## src/loopPkg.sv

```systemverilog
/*
  Widths, register map and the shared error scaling rule of the carrier loop.
  Register addresses are byte addresses of 32-bit words, the low two bits are ignored.
*/
package loopPkg;

    localparam int errorWidth = 12;
    localparam int accumWidth = 40;
    localparam int freqWidth  = 32;
    localparam int expWidth   = 5;
    localparam int addrWidth  = 8;
    localparam int dataWidth  = 32;
    localparam int ctrlWidth  = 14;
    localparam int clearBit   = 31;

    // Register map
    localparam logic [addrWidth-1:0] regControl    = 8'h00;
    localparam logic [addrWidth-1:0] regUpperLimit = 8'h04;
    localparam logic [addrWidth-1:0] regLowerLimit = 8'h08;
    localparam logic [addrWidth-1:0] regSweepRate  = 8'h0C;
    localparam logic [addrWidth-1:0] regCenterFreq = 8'h10;
    localparam logic [addrWidth-1:0] regStatus     = 8'h14;
    localparam logic [addrWidth-1:0] regLagAccum   = 8'h18;

    typedef enum logic [1:0] {
        sweepOff  = 2'd0,
        sweepUp   = 2'd1,
        sweepDown = 2'd2
    } sweepState_t;

    typedef enum logic [1:0] {
        respOkay   = 2'b00,
        respSlvErr = 2'b10
    } axiResp_t;

    // Gain g scales the error by 2**(g-3), gain 0 gives zero
    function automatic logic signed [accumWidth-1:0] scaleError(
        input logic signed [errorWidth-1:0] err,
        input logic [expWidth-1:0]          gain
    );
        logic signed [accumWidth-1:0] errExt;
        errExt = {{(accumWidth-errorWidth){err[errorWidth-1]}}, err};
        case (gain)
            expWidth'(0): return '0;
            expWidth'(1): return errExt >>> 2;
            expWidth'(2): return errExt >>> 1;
            default:      return errExt <<< (gain - expWidth'(3));
        endcase
    endfunction

endpackage

```

## src/loopCfgIf.sv

```systemverilog
/*
  Loop configuration from the register block to the filter and the NCO.
  clearAccum is a single-cycle pulse.
*/
`timescale 1ns/100ps

interface loopCfgIf;
    import loopPkg::*;

    logic [expWidth-1:0]         lagExp;
    logic [expWidth-1:0]         leadExp;
    logic [1:0]                  acqTrackControl;
    logic                        track;
    logic                        sweepEnable;
    logic signed [freqWidth-1:0] upperLimit;
    logic signed [freqWidth-1:0] lowerLimit;
    logic [freqWidth-1:0]        sweepRateMag;
    logic [freqWidth-1:0]        centerFreq;
    logic                        clearAccum;

    modport regs (
        output lagExp, leadExp, acqTrackControl, track, sweepEnable,
               upperLimit, lowerLimit, sweepRateMag, centerFreq, clearAccum
    );

    modport lag (
        input lagExp, acqTrackControl, track, sweepEnable,
              upperLimit, lowerLimit, sweepRateMag, clearAccum
    );

    modport nco (input leadExp, centerFreq);

endinterface

```

## src/loopRegs.sv

```systemverilog
/*
  AXI4-Lite slave for the loop configuration and status.
  Unmapped addresses and writes to read-only registers answer SLVERR.
  Bit 31 of the control word is a self-clearing accumulator clear and reads as zero.
*/
`timescale 1ns/100ps

module loopRegs (
    input  logic                                   clk,
    input  logic                                   reset,
    input  logic [loopPkg::addrWidth-1:0]          awaddr,
    input  logic                                   awvalid,
    output logic                                   awready,
    input  logic [loopPkg::dataWidth-1:0]          wdata,
    input  logic [loopPkg::dataWidth/8-1:0]        wstrb,
    input  logic                                   wvalid,
    output logic                                   wready,
    output loopPkg::axiResp_t                      bresp,
    output logic                                   bvalid,
    input  logic                                   bready,
    input  logic [loopPkg::addrWidth-1:0]          araddr,
    input  logic                                   arvalid,
    output logic                                   arready,
    output logic [loopPkg::dataWidth-1:0]          rdata,
    output loopPkg::axiResp_t                      rresp,
    output logic                                   rvalid,
    input  logic                                   rready,
    loopCfgIf.regs                                 cfg,
    input  logic signed [loopPkg::accumWidth-1:0]  lagAccum,
    input  logic                                   hitUpper,
    input  logic                                   hitLower,
    input  loopPkg::sweepState_t                   sweepState
);
    import loopPkg::*;

    logic                   writeFire;
    logic                   readFire;
    logic [addrWidth-1:0]   wAddr;
    logic [addrWidth-1:0]   rAddr;
    logic [ctrlWidth-1:0]   controlReg;

    function automatic logic [dataWidth-1:0] merge(
        input logic [dataWidth-1:0]   oldValue,
        input logic [dataWidth-1:0]   newValue,
        input logic [dataWidth/8-1:0] strb
    );
        logic [dataWidth-1:0] result;
        result = oldValue;
        for (int i = 0; i < dataWidth/8; i++) begin
            if (strb[i]) begin
                result[8*i +: 8] = newValue[8*i +: 8];
            end
        end
        return result;
    endfunction

    // Address and data are taken together, only while no response is pending
    assign writeFire = awvalid && wvalid && !bvalid;
    assign awready   = writeFire;
    assign wready    = writeFire;
    assign arready   = !rvalid;
    assign readFire  = arvalid && arready;

    assign wAddr = {awaddr[addrWidth-1:2], 2'b00};
    assign rAddr = {araddr[addrWidth-1:2], 2'b00};

    assign cfg.sweepEnable     = controlReg[0];
    assign cfg.track           = controlReg[1];
    assign cfg.acqTrackControl = controlReg[3:2];
    assign cfg.lagExp          = controlReg[8:4];
    assign cfg.leadExp         = controlReg[13:9];

    always_ff @(posedge clk) begin
        if (reset) begin
            controlReg       <= '0;
            cfg.upperLimit   <= {1'b0, {(freqWidth-1){1'b1}}};
            cfg.lowerLimit   <= {1'b1, {(freqWidth-1){1'b0}}};
            cfg.sweepRateMag <= '0;
            cfg.centerFreq   <= '0;
            cfg.clearAccum   <= 1'b0;
            bvalid           <= 1'b0;
        end else begin
            cfg.clearAccum <= 1'b0;
            if (writeFire) begin
                bvalid <= 1'b1;
                bresp  <= respOkay;
                case (wAddr)
                    regControl: begin
                        controlReg     <= ctrlWidth'(merge(dataWidth'(controlReg), wdata, wstrb));
                        cfg.clearAccum <= wstrb[clearBit/8] && wdata[clearBit];
                    end
                    regUpperLimit: cfg.upperLimit   <= merge(cfg.upperLimit, wdata, wstrb);
                    regLowerLimit: cfg.lowerLimit   <= merge(cfg.lowerLimit, wdata, wstrb);
                    regSweepRate:  cfg.sweepRateMag <= merge(cfg.sweepRateMag, wdata, wstrb);
                    regCenterFreq: cfg.centerFreq   <= merge(cfg.centerFreq, wdata, wstrb);
                    default:       bresp            <= respSlvErr;
                endcase
            end else if (bready) begin
                bvalid <= 1'b0;
            end
        end
    end

    always_ff @(posedge clk) begin
        if (reset) begin
            rvalid <= 1'b0;
        end else if (readFire) begin
            rvalid <= 1'b1;
        end else if (rready) begin
            rvalid <= 1'b0;
        end
    end

    // Status and accumulator are sampled at the address handshake
    always_ff @(posedge clk) begin
        if (readFire) begin
            rresp <= respOkay;
            case (rAddr)
                regControl:    rdata <= dataWidth'(controlReg);
                regUpperLimit: rdata <= cfg.upperLimit;
                regLowerLimit: rdata <= cfg.lowerLimit;
                regSweepRate:  rdata <= cfg.sweepRateMag;
                regCenterFreq: rdata <= cfg.centerFreq;
                regStatus:     rdata <= dataWidth'({sweepState, hitLower, hitUpper});
                regLagAccum:   rdata <= lagAccum[accumWidth-1 -: dataWidth];
                default: begin
                    rdata <= '0;
                    rresp <= respSlvErr;
                end
            endcase
        end
    end

endmodule

```

## src/lagGain12.sv

```systemverilog
/*
  Lag integrator with gain shift, tracking bandwidth reduction, sweep and limit clamp.
  Limits are compared against the top 32 accumulator bits and need upper >= lower,
  otherwise the accumulator holds. The sweep offset is added at the accumulator LSB.
*/
`timescale 1ns/100ps

module lagGain12 (
    input  logic                                   clk,
    input  logic                                   reset,
    input  logic                                   clkEn,
    input  logic signed [loopPkg::errorWidth-1:0]  error,
    input  logic                                   carrierInSync,
    loopCfgIf.lag                                  cfg,
    output logic signed [loopPkg::accumWidth-1:0]  lagAccum,
    output logic                                   hitUpper,
    output logic                                   hitLower,
    output loopPkg::sweepState_t                   sweepState
);
    import loopPkg::*;

    localparam int fracWidth = accumWidth - freqWidth;

    logic [expWidth:0]              lagSum;
    logic [expWidth-1:0]            lagGain;
    logic signed [accumWidth-1:0]   lagError;
    logic                           sweepingUp;
    logic signed [freqWidth-1:0]    sweepOffset;
    logic signed [freqWidth-1:0]    negRate;
    logic signed [accumWidth:0]     sum;
    logic signed [freqWidth:0]      sumTop;

    // Lag gain goes with the square of the loop bandwidth, so the reduction counts twice
    assign lagSum  = {1'b0, cfg.lagExp} - {{(expWidth-2){1'b0}}, cfg.acqTrackControl, 1'b0};
    assign negRate = -cfg.sweepRateMag;

    always_ff @(posedge clk) begin
        if (!cfg.track) begin
            lagGain <= cfg.lagExp;
        end else if (lagSum[expWidth]) begin
            lagGain <= expWidth'(1);
        end else begin
            lagGain <= lagSum[expWidth-1:0];
        end
    end

    always_ff @(posedge clk) begin
        if (reset) begin
            lagError <= '0;
        end else if (clkEn) begin
            lagError <= scaleError(error, lagGain);
        end
    end

    // Sweep direction flips on the hit flag and is remembered while in sync
    always_ff @(posedge clk) begin
        if (reset || !cfg.sweepEnable) begin
            sweepState  <= sweepOff;
            sweepOffset <= '0;
            sweepingUp  <= 1'b1;
        end else if (clkEn) begin
            case (sweepState)
                sweepOff: begin
                    if (!carrierInSync) begin
                        sweepState  <= sweepingUp ? sweepUp : sweepDown;
                        sweepOffset <= sweepingUp ? cfg.sweepRateMag : negRate;
                    end
                end
                sweepUp: begin
                    if (carrierInSync) begin
                        sweepState  <= sweepOff;
                        sweepOffset <= '0;
                        sweepingUp  <= 1'b1;
                    end else if (hitUpper) begin
                        sweepState  <= sweepDown;
                        sweepOffset <= negRate;
                    end else begin
                        sweepOffset <= cfg.sweepRateMag;
                    end
                end
                sweepDown: begin
                    if (carrierInSync) begin
                        sweepState  <= sweepOff;
                        sweepOffset <= '0;
                        sweepingUp  <= 1'b0;
                    end else if (hitLower) begin
                        sweepState  <= sweepUp;
                        sweepOffset <= cfg.sweepRateMag;
                    end else begin
                        sweepOffset <= negRate;
                    end
                end
                default: begin
                    sweepState  <= sweepOff;
                    sweepOffset <= '0;
                end
            endcase
        end
    end

    // One guard bit so an overflowing sum still compares correctly
    assign sum = {lagAccum[accumWidth-1], lagAccum}
               + {lagError[accumWidth-1], lagError}
               + {{(accumWidth+1-freqWidth){sweepOffset[freqWidth-1]}}, sweepOffset};
    assign sumTop = sum[accumWidth:fracWidth];

    always_ff @(posedge clk) begin
        if (reset) begin
            lagAccum <= '0;
            hitUpper <= 1'b0;
            hitLower <= 1'b0;
        end else if (cfg.clearAccum) begin
            lagAccum <= '0;
        end else if (clkEn) begin
            hitUpper <= 1'b0;
            hitLower <= 1'b0;
            if (cfg.upperLimit >= cfg.lowerLimit) begin
                if (sumTop >= cfg.upperLimit) begin
                    lagAccum <= {cfg.upperLimit, {fracWidth{1'b0}}};
                    hitUpper <= 1'b1;
                end else if (sumTop <= cfg.lowerLimit) begin
                    lagAccum <= {cfg.lowerLimit, {fracWidth{1'b1}}};
                    hitLower <= 1'b1;
                end else begin
                    lagAccum <= sum[accumWidth-1:0];
                end
            end
        end
    end

endmodule

```

## src/leadGain.sv

```systemverilog
/*
  Proportional path. The scaled error is added to the lag accumulator and the
  top 32 bits of the sum form the filter output, which wraps on overflow.
*/
`timescale 1ns/100ps

module leadGain (
    input  logic                                   clk,
    input  logic                                   reset,
    input  logic                                   clkEn,
    input  logic signed [loopPkg::errorWidth-1:0]  error,
    input  logic signed [loopPkg::accumWidth-1:0]  lagAccum,
    loopCfgIf.nco                                  cfg,
    output logic signed [loopPkg::freqWidth-1:0]   filterOut,
    output logic                                   filterUpdate
);
    import loopPkg::*;

    logic signed [accumWidth-1:0] sum;

    assign sum = lagAccum + scaleError(error, cfg.leadExp);

    always_ff @(posedge clk) begin
        if (reset) begin
            filterOut    <= '0;
            filterUpdate <= 1'b0;
        end else begin
            // Tells the NCO that a new output is in place
            filterUpdate <= clkEn;
            if (clkEn) begin
                filterOut <= sum[accumWidth-1 -: freqWidth];
            end
        end
    end

endmodule

```

## src/carrierNco.sv

```systemverilog
/*
  Carrier NCO. Phase advances by centerFreq plus the filter output once per
  filter update and wraps modulo 2**32.
*/
`timescale 1ns/100ps

module carrierNco (
    input  logic                                  clk,
    input  logic                                  reset,
    input  logic                                  filterUpdate,
    input  logic signed [loopPkg::freqWidth-1:0]  filterOut,
    loopCfgIf.nco                                 cfg,
    output logic [loopPkg::freqWidth-1:0]         ncoPhase,
    output logic [loopPkg::freqWidth-1:0]         ncoFreq
);
    import loopPkg::*;

    logic [freqWidth-1:0] freqSum;

    assign freqSum = cfg.centerFreq + filterOut;

    always_ff @(posedge clk) begin
        if (reset) begin
            ncoFreq  <= '0;
            ncoPhase <= '0;
        end else if (filterUpdate) begin
            ncoFreq  <= freqSum;
            ncoPhase <= ncoPhase + freqSum;
        end
    end

endmodule

```

## src/carrierLoopTop.sv

```systemverilog
/*
  Carrier tracking loop filter and NCO with an AXI4-Lite control port.
  errorValid qualifies each phase error sample and there is no back-pressure.
*/
`timescale 1ns/100ps

module carrierLoopTop (
    input  logic                                   clk,
    input  logic                                   reset,
    input  logic [loopPkg::addrWidth-1:0]          awaddr,
    input  logic                                   awvalid,
    output logic                                   awready,
    input  logic [loopPkg::dataWidth-1:0]          wdata,
    input  logic [loopPkg::dataWidth/8-1:0]        wstrb,
    input  logic                                   wvalid,
    output logic                                   wready,
    output loopPkg::axiResp_t                      bresp,
    output logic                                   bvalid,
    input  logic                                   bready,
    input  logic [loopPkg::addrWidth-1:0]          araddr,
    input  logic                                   arvalid,
    output logic                                   arready,
    output logic [loopPkg::dataWidth-1:0]          rdata,
    output loopPkg::axiResp_t                      rresp,
    output logic                                   rvalid,
    input  logic                                   rready,
    input  logic signed [loopPkg::errorWidth-1:0]  error,
    input  logic                                   errorValid,
    input  logic                                   carrierInSync,
    output logic [loopPkg::freqWidth-1:0]          ncoFreq,
    output logic [loopPkg::freqWidth-1:0]          ncoPhase
);
    import loopPkg::*;

    logic signed [accumWidth-1:0]  lagAccum;
    logic                          hitUpper;
    logic                          hitLower;
    sweepState_t                   sweepState;
    logic signed [freqWidth-1:0]   filterOut;
    logic                          filterUpdate;

    loopCfgIf cfg ();

    loopRegs loopRegs_inst (.*);

    lagGain12 lagGain12_inst (
        .clkEn (errorValid),
        .*
    );

    leadGain leadGain_inst (
        .clkEn (errorValid),
        .*
    );

    carrierNco carrierNco_inst (.*);

endmodule

```

## config.mk

```make
export PLATFORM = sky130hd
export DESIGN_NAME = carrierLoopTop
export DESIGN_NICKNAME = d
export VERILOG_FILES = /design/src/loopPkg.sv /design/src/loopCfgIf.sv /design/src/loopRegs.sv /design/src/lagGain12.sv /design/src/leadGain.sv /design/src/carrierNco.sv /design/src/carrierLoopTop.sv
export SDC_FILE = /design/constraint.sdc
export NUM_CORES = 2
export LEC_CHECK = 0
export BUFFER_PORTS_ARGS = -buffer_cell sky130_fd_sc_hd__buf_2
export CAP_MARGIN = 20
export CORE_UTILIZATION = 55
export DETAILED_ROUTE_END_ITERATION = 8
export PLACE_DENSITY = 0.76
export SYNTH_ARGS = -nofsm -noshare
export SYNTH_HDL_FRONTEND = slang
export SYNTH_SLANG_ARGS = --single-unit
```

## constraint.sdc

```tcl
create_clock -name clk -period 6.9 [get_ports clk]
set_input_delay 1.035 -clock clk [delete_from_list [all_inputs] [get_ports clk]]
set_output_delay 1.035 -clock clk [all_outputs]
set_load 0.05 [all_outputs]
```

==> results by group <==
Status
  • Run status: finished clean

Layout
  • Share of cells above drive strength 1: under 10%
  • Fill cells: 4442
  • Multi-input gate area: 19000 um^2
  • Area Growth Syn to Fin: 10.9%
  • Register area: approximately 8300 um^2
  • Total Nets Final: approximately 3.9k
  • Cell area after layout: between 30000 and 40000 um^2

Synthesis
  • Mapped Area: 28500 um^2
  • Leading area contributor after synthesis: dfxtp_1
  • Post-synthesis sequential area ratio: ~29%
  • Netlist cell types: 85
  • Synthesized flop and latch total: around 400
  • Synthesized instance count: ~3.5k
  • Synth warn: 0
  • Synth top area cells: dfxtp_1 26%, ha_1 11%, mux2i_1 7.1%
  • Top-area cell type share of the netlist area: around 26%
  • Post-Synthesis Mean Instance Area: around 8 um^2
  • Post-synth EDFFs: 34
  • Top FF cell, synth: dfxtp_1
  • Share of synthesized registers carrying an async set or reset: 0%
  • Count leader, synth: nor2_1
  • Post-synth top cells: 449 x nor2_1, 364 x dfxtp_1, 288 x nand2_1

STA
  • RSZ-0062 raised after global routing: no
  • Relative slew margins: about 28%
  • Final WS setup: approximately 530 ps
  • Setup TNS: 0 ps
  • Slew @ Worst Pin: about 1100 ps
  • Fmax: approximately 160 MHz
  • Period utilisation layout: 92.4%
  • Final min period: 6370 ps
  • Setup violators final: 0
  • Clock Skews: 45.6 ps
  • Final Hold Viols: 0
  • Pins Over Slew Limit: 0

Detailed routing
  • Post-DRT Antenna Nets: 0
  • Via count: approximately 27k
  • # DRC: 0
  • Wire per inst: 22.0 um
  • WL final: 93900 um
  • DR pass1 iterations: 8
  • 1st-iter DRT viols: around 3.4k
  • Vias/cell: around 6.3

Worst setup path
  • Critical Path Start Type: flop
  • Crit path DAT: 6920 ps
  • Cell Chain, Critical Path: fa_1, ha_1, a21oi_1, o21ai_0, a21o_1, a211o_1, nor2_1, o21bai_1, a211o_1, a31oi_1, xnor2_1, ha_1, a21o_1, a21o_1, a21oi_1, o21ai_0, a221oi_1, a211oi_1, a2111oi_2, inv_1, buf_4, a221oi_1, a21oi_1, nor2_1
  • Crit. End Element: flop
  • Critical Path Source: lagGain12_inst.lagAccum[15]$_SDFFE_PP0P_
  • Top delay family on crit path: compound AO/OA/AOI/OAI gates
  • Worst R2R Start: lagGain12_inst.lagAccum[15]$_SDFFE_PP0P_
  • CP max stage delay: roughly 580 ps
  • Setup CP Type: reg -> reg
  • Crit Path Max Fanout: 18
  • WP buf/inv: 2
  • Worst path required time: 7450 ps
  • Slowest cell on the critical path: dfxtp_1

Clocking
  • Setup bufs post-CTS: 0
  • Root Buffer: clkbuf_16
  • Post_cts resized: 0
  • Longest Clk Path Bufs: 3
  • CTS Buf Count: 45
  • Worst-Skew Late Latency: just over 600 ps
  • CTS tree: built
  • Reg clk slew, reported paths: approximately 70 ps
  • # clock sinks: approximately 400
  • H-tree depth: 2
  • Post-cts hold buffer count: 0

Power and ir drop
  • Maximum vdd drop: ~0.19 mV
  • Leakage: around 15 nW
  • Pwr Density: between 200 and 250 nW/um^2

Floorplan
  • Starting Density: ~56%
  • Core box area: roughly 51000 um^2
  • Die width: 230 um
  • Full die area: ~53000 um^2
  • Die H: approximately 230 um
  • I/O Pins: around 180
  • Cell Rows: slightly above 80

GRT
  • Largest net degree at the start of global routing: roughly 200
  • Number of global-route vias before repair: between 20k and 25k
  • Initial antenna violation count: 2
  • GR Util All Layers: between 30% and 40%
  • Grt ovf: 0
  • First-pass GRT wire length: 142000 um

Run
  • MaxCap Viol Count: 0

Place
  • GP Congestion: 1.02
  • Cell Area, Placed: 29900 um^2
  • Setup slack after placement: ~640 ps
  • Dpl hpwl: 71100 um
  • Port Buf Inserts: ~170

Hold path
  • Hold Crit Class: reg -> reg
  • HP Start: lagGain12_inst.sweepOffset[0]$_SDFFE_PP0P_
==> through the flow <==
step / utilization (%) / power (mW) / instances / hold slack (ps)
2_1_floorplan: - / 3.79 / 3471 / 432
3_3_place_gp: 58.3 / 4.29 / 4172 / 445
3_5_place_dp: 58.3 / 4.32 / 4172 / 457
4_1_cts: 61.6 / 7.02 / 4255 / 467
5_1_grt: 61.7 / 7.31 / 4258 / 500
6_report: 61.7 / 7.05 / 4259 / 462
==> worst paths after layout <==
path / endpoint / slack (ps) / cells past startpoint
worst max-delay path: lagGain12_inst.lagAccum[28]$_SDFFE_PP0P_ / 530 / 24
worst min-delay path: lagGain12_inst.sweepOffset[0]$_SDFFE_PP0P_ / 460 / 2
worst max register to register: lagGain12_inst.lagAccum[28]$_SDFFE_PP0P_ / 530 / 24
worst min register to register: lagGain12_inst.sweepOffset[0]$_SDFFE_PP0P_ / 460 / 2
==> area by class of cell <==
type / instances / area share [%]
multi-input combinational: 2751 / 60.2
clock inverter: 29 / 1.44
sequential: 398 / 26.3
timing repair buffer: 211 / 3.88
clock buffer: 54 / 3.87
tap: 680 / 2.69
antenna: 1 / 0.00792
inverter: 135 / 1.60
==> registers in the layout, summed over array words and instances (netlist names), 2 cells and up <==
signal / count
carrierNco_inst.ncoFreq: 32
carrierNco_inst.ncoPhase: 32
lagGain12_inst.lagAccum: 40
lagGain12_inst.lagError: 40
lagGain12_inst.lagGain: 5
lagGain12_inst.sweepOffset: 32
lagGain12_inst.sweepState: 2
leadGain_inst.filterOut: 32
loopRegs_inst.cfg.centerFreq: 32
loopRegs_inst.cfg.lowerLimit: 32
loopRegs_inst.cfg.sweepRateMag: 32
loopRegs_inst.cfg.upperLimit: 32
loopRegs_inst.controlReg: 14
loopRegs_inst.rdata: 32
==> per-layer routing <==
layer / GRT usage, % / vias to the layer above / part of all wire (%)
met5: 0 / - / 0.0096
met4: 18.5 / 2 / 5.8
met3: 6.18 / 278 / 10
met2: 52.4 / 1393 / 43
met1: 46.4 / 12633 / 41
li1: - / 12729 / -
==> cell usage in the layout, fill, tap and decap left out, types with 34 or more instances in the layout <==
cell,n
edfxtp_1,34
a211oi_1,43
inv_1,134
a21o_1,98
buf_2,169
dfxtp_1,363
xor2_1,43
buf_4,37
fa_1,44
xnor2_1,87
a21oi_1,284
a22oi_1,103
nor3_1,85
nor2_1,445
mux2i_1,202
nand3_1,94
nand2_1,288
clkbuf_16,46
o21ai_0,176
a211o_1,39
ha_1,248
==> power breakdown <==
part	switching, mW	internal [mW]	total, mW
Clock	1.08	1.65	2.73
Combinational	1.07	0.626	1.69
Sequential	0.185	2.44	2.62
==> worst reg2reg max path: stages, from the launching register on <==
cell and delay (ps):
dfxtp_1 580, fa_1 500, ha_1 420, a21oi_1 150, o21ai_0 90, a21o_1 190, a211o_1 350, nor2_1 180
o21bai_1 100, a211o_1 320, a31oi_1 220, xnor2_1 250, ha_1 330, a21o_1 180, a21o_1 170, a21oi_1 150
o21ai_0 170, a221oi_1 370, a211oi_1 140, a2111oi_2 530, inv_1 150, buf_4 260, a221oi_1 340, a21oi_1 90
nor2_1 90
==> cell families after synthesis <==
kind of cell	Yosys count	synth area share (%)
AND/OR/NAND/NOR	1143	18.3
AO/OA/AOI/OAI	965	22.1
flip-flops	398	29.2
buffers and inverters	322	4.35
adder cells (fa/ha/maj)	292	14.0
multiplexers	219	8.01
XOR/XNOR	130	4.00
other	1	0.0132
(Power assumes the default switching activity.)
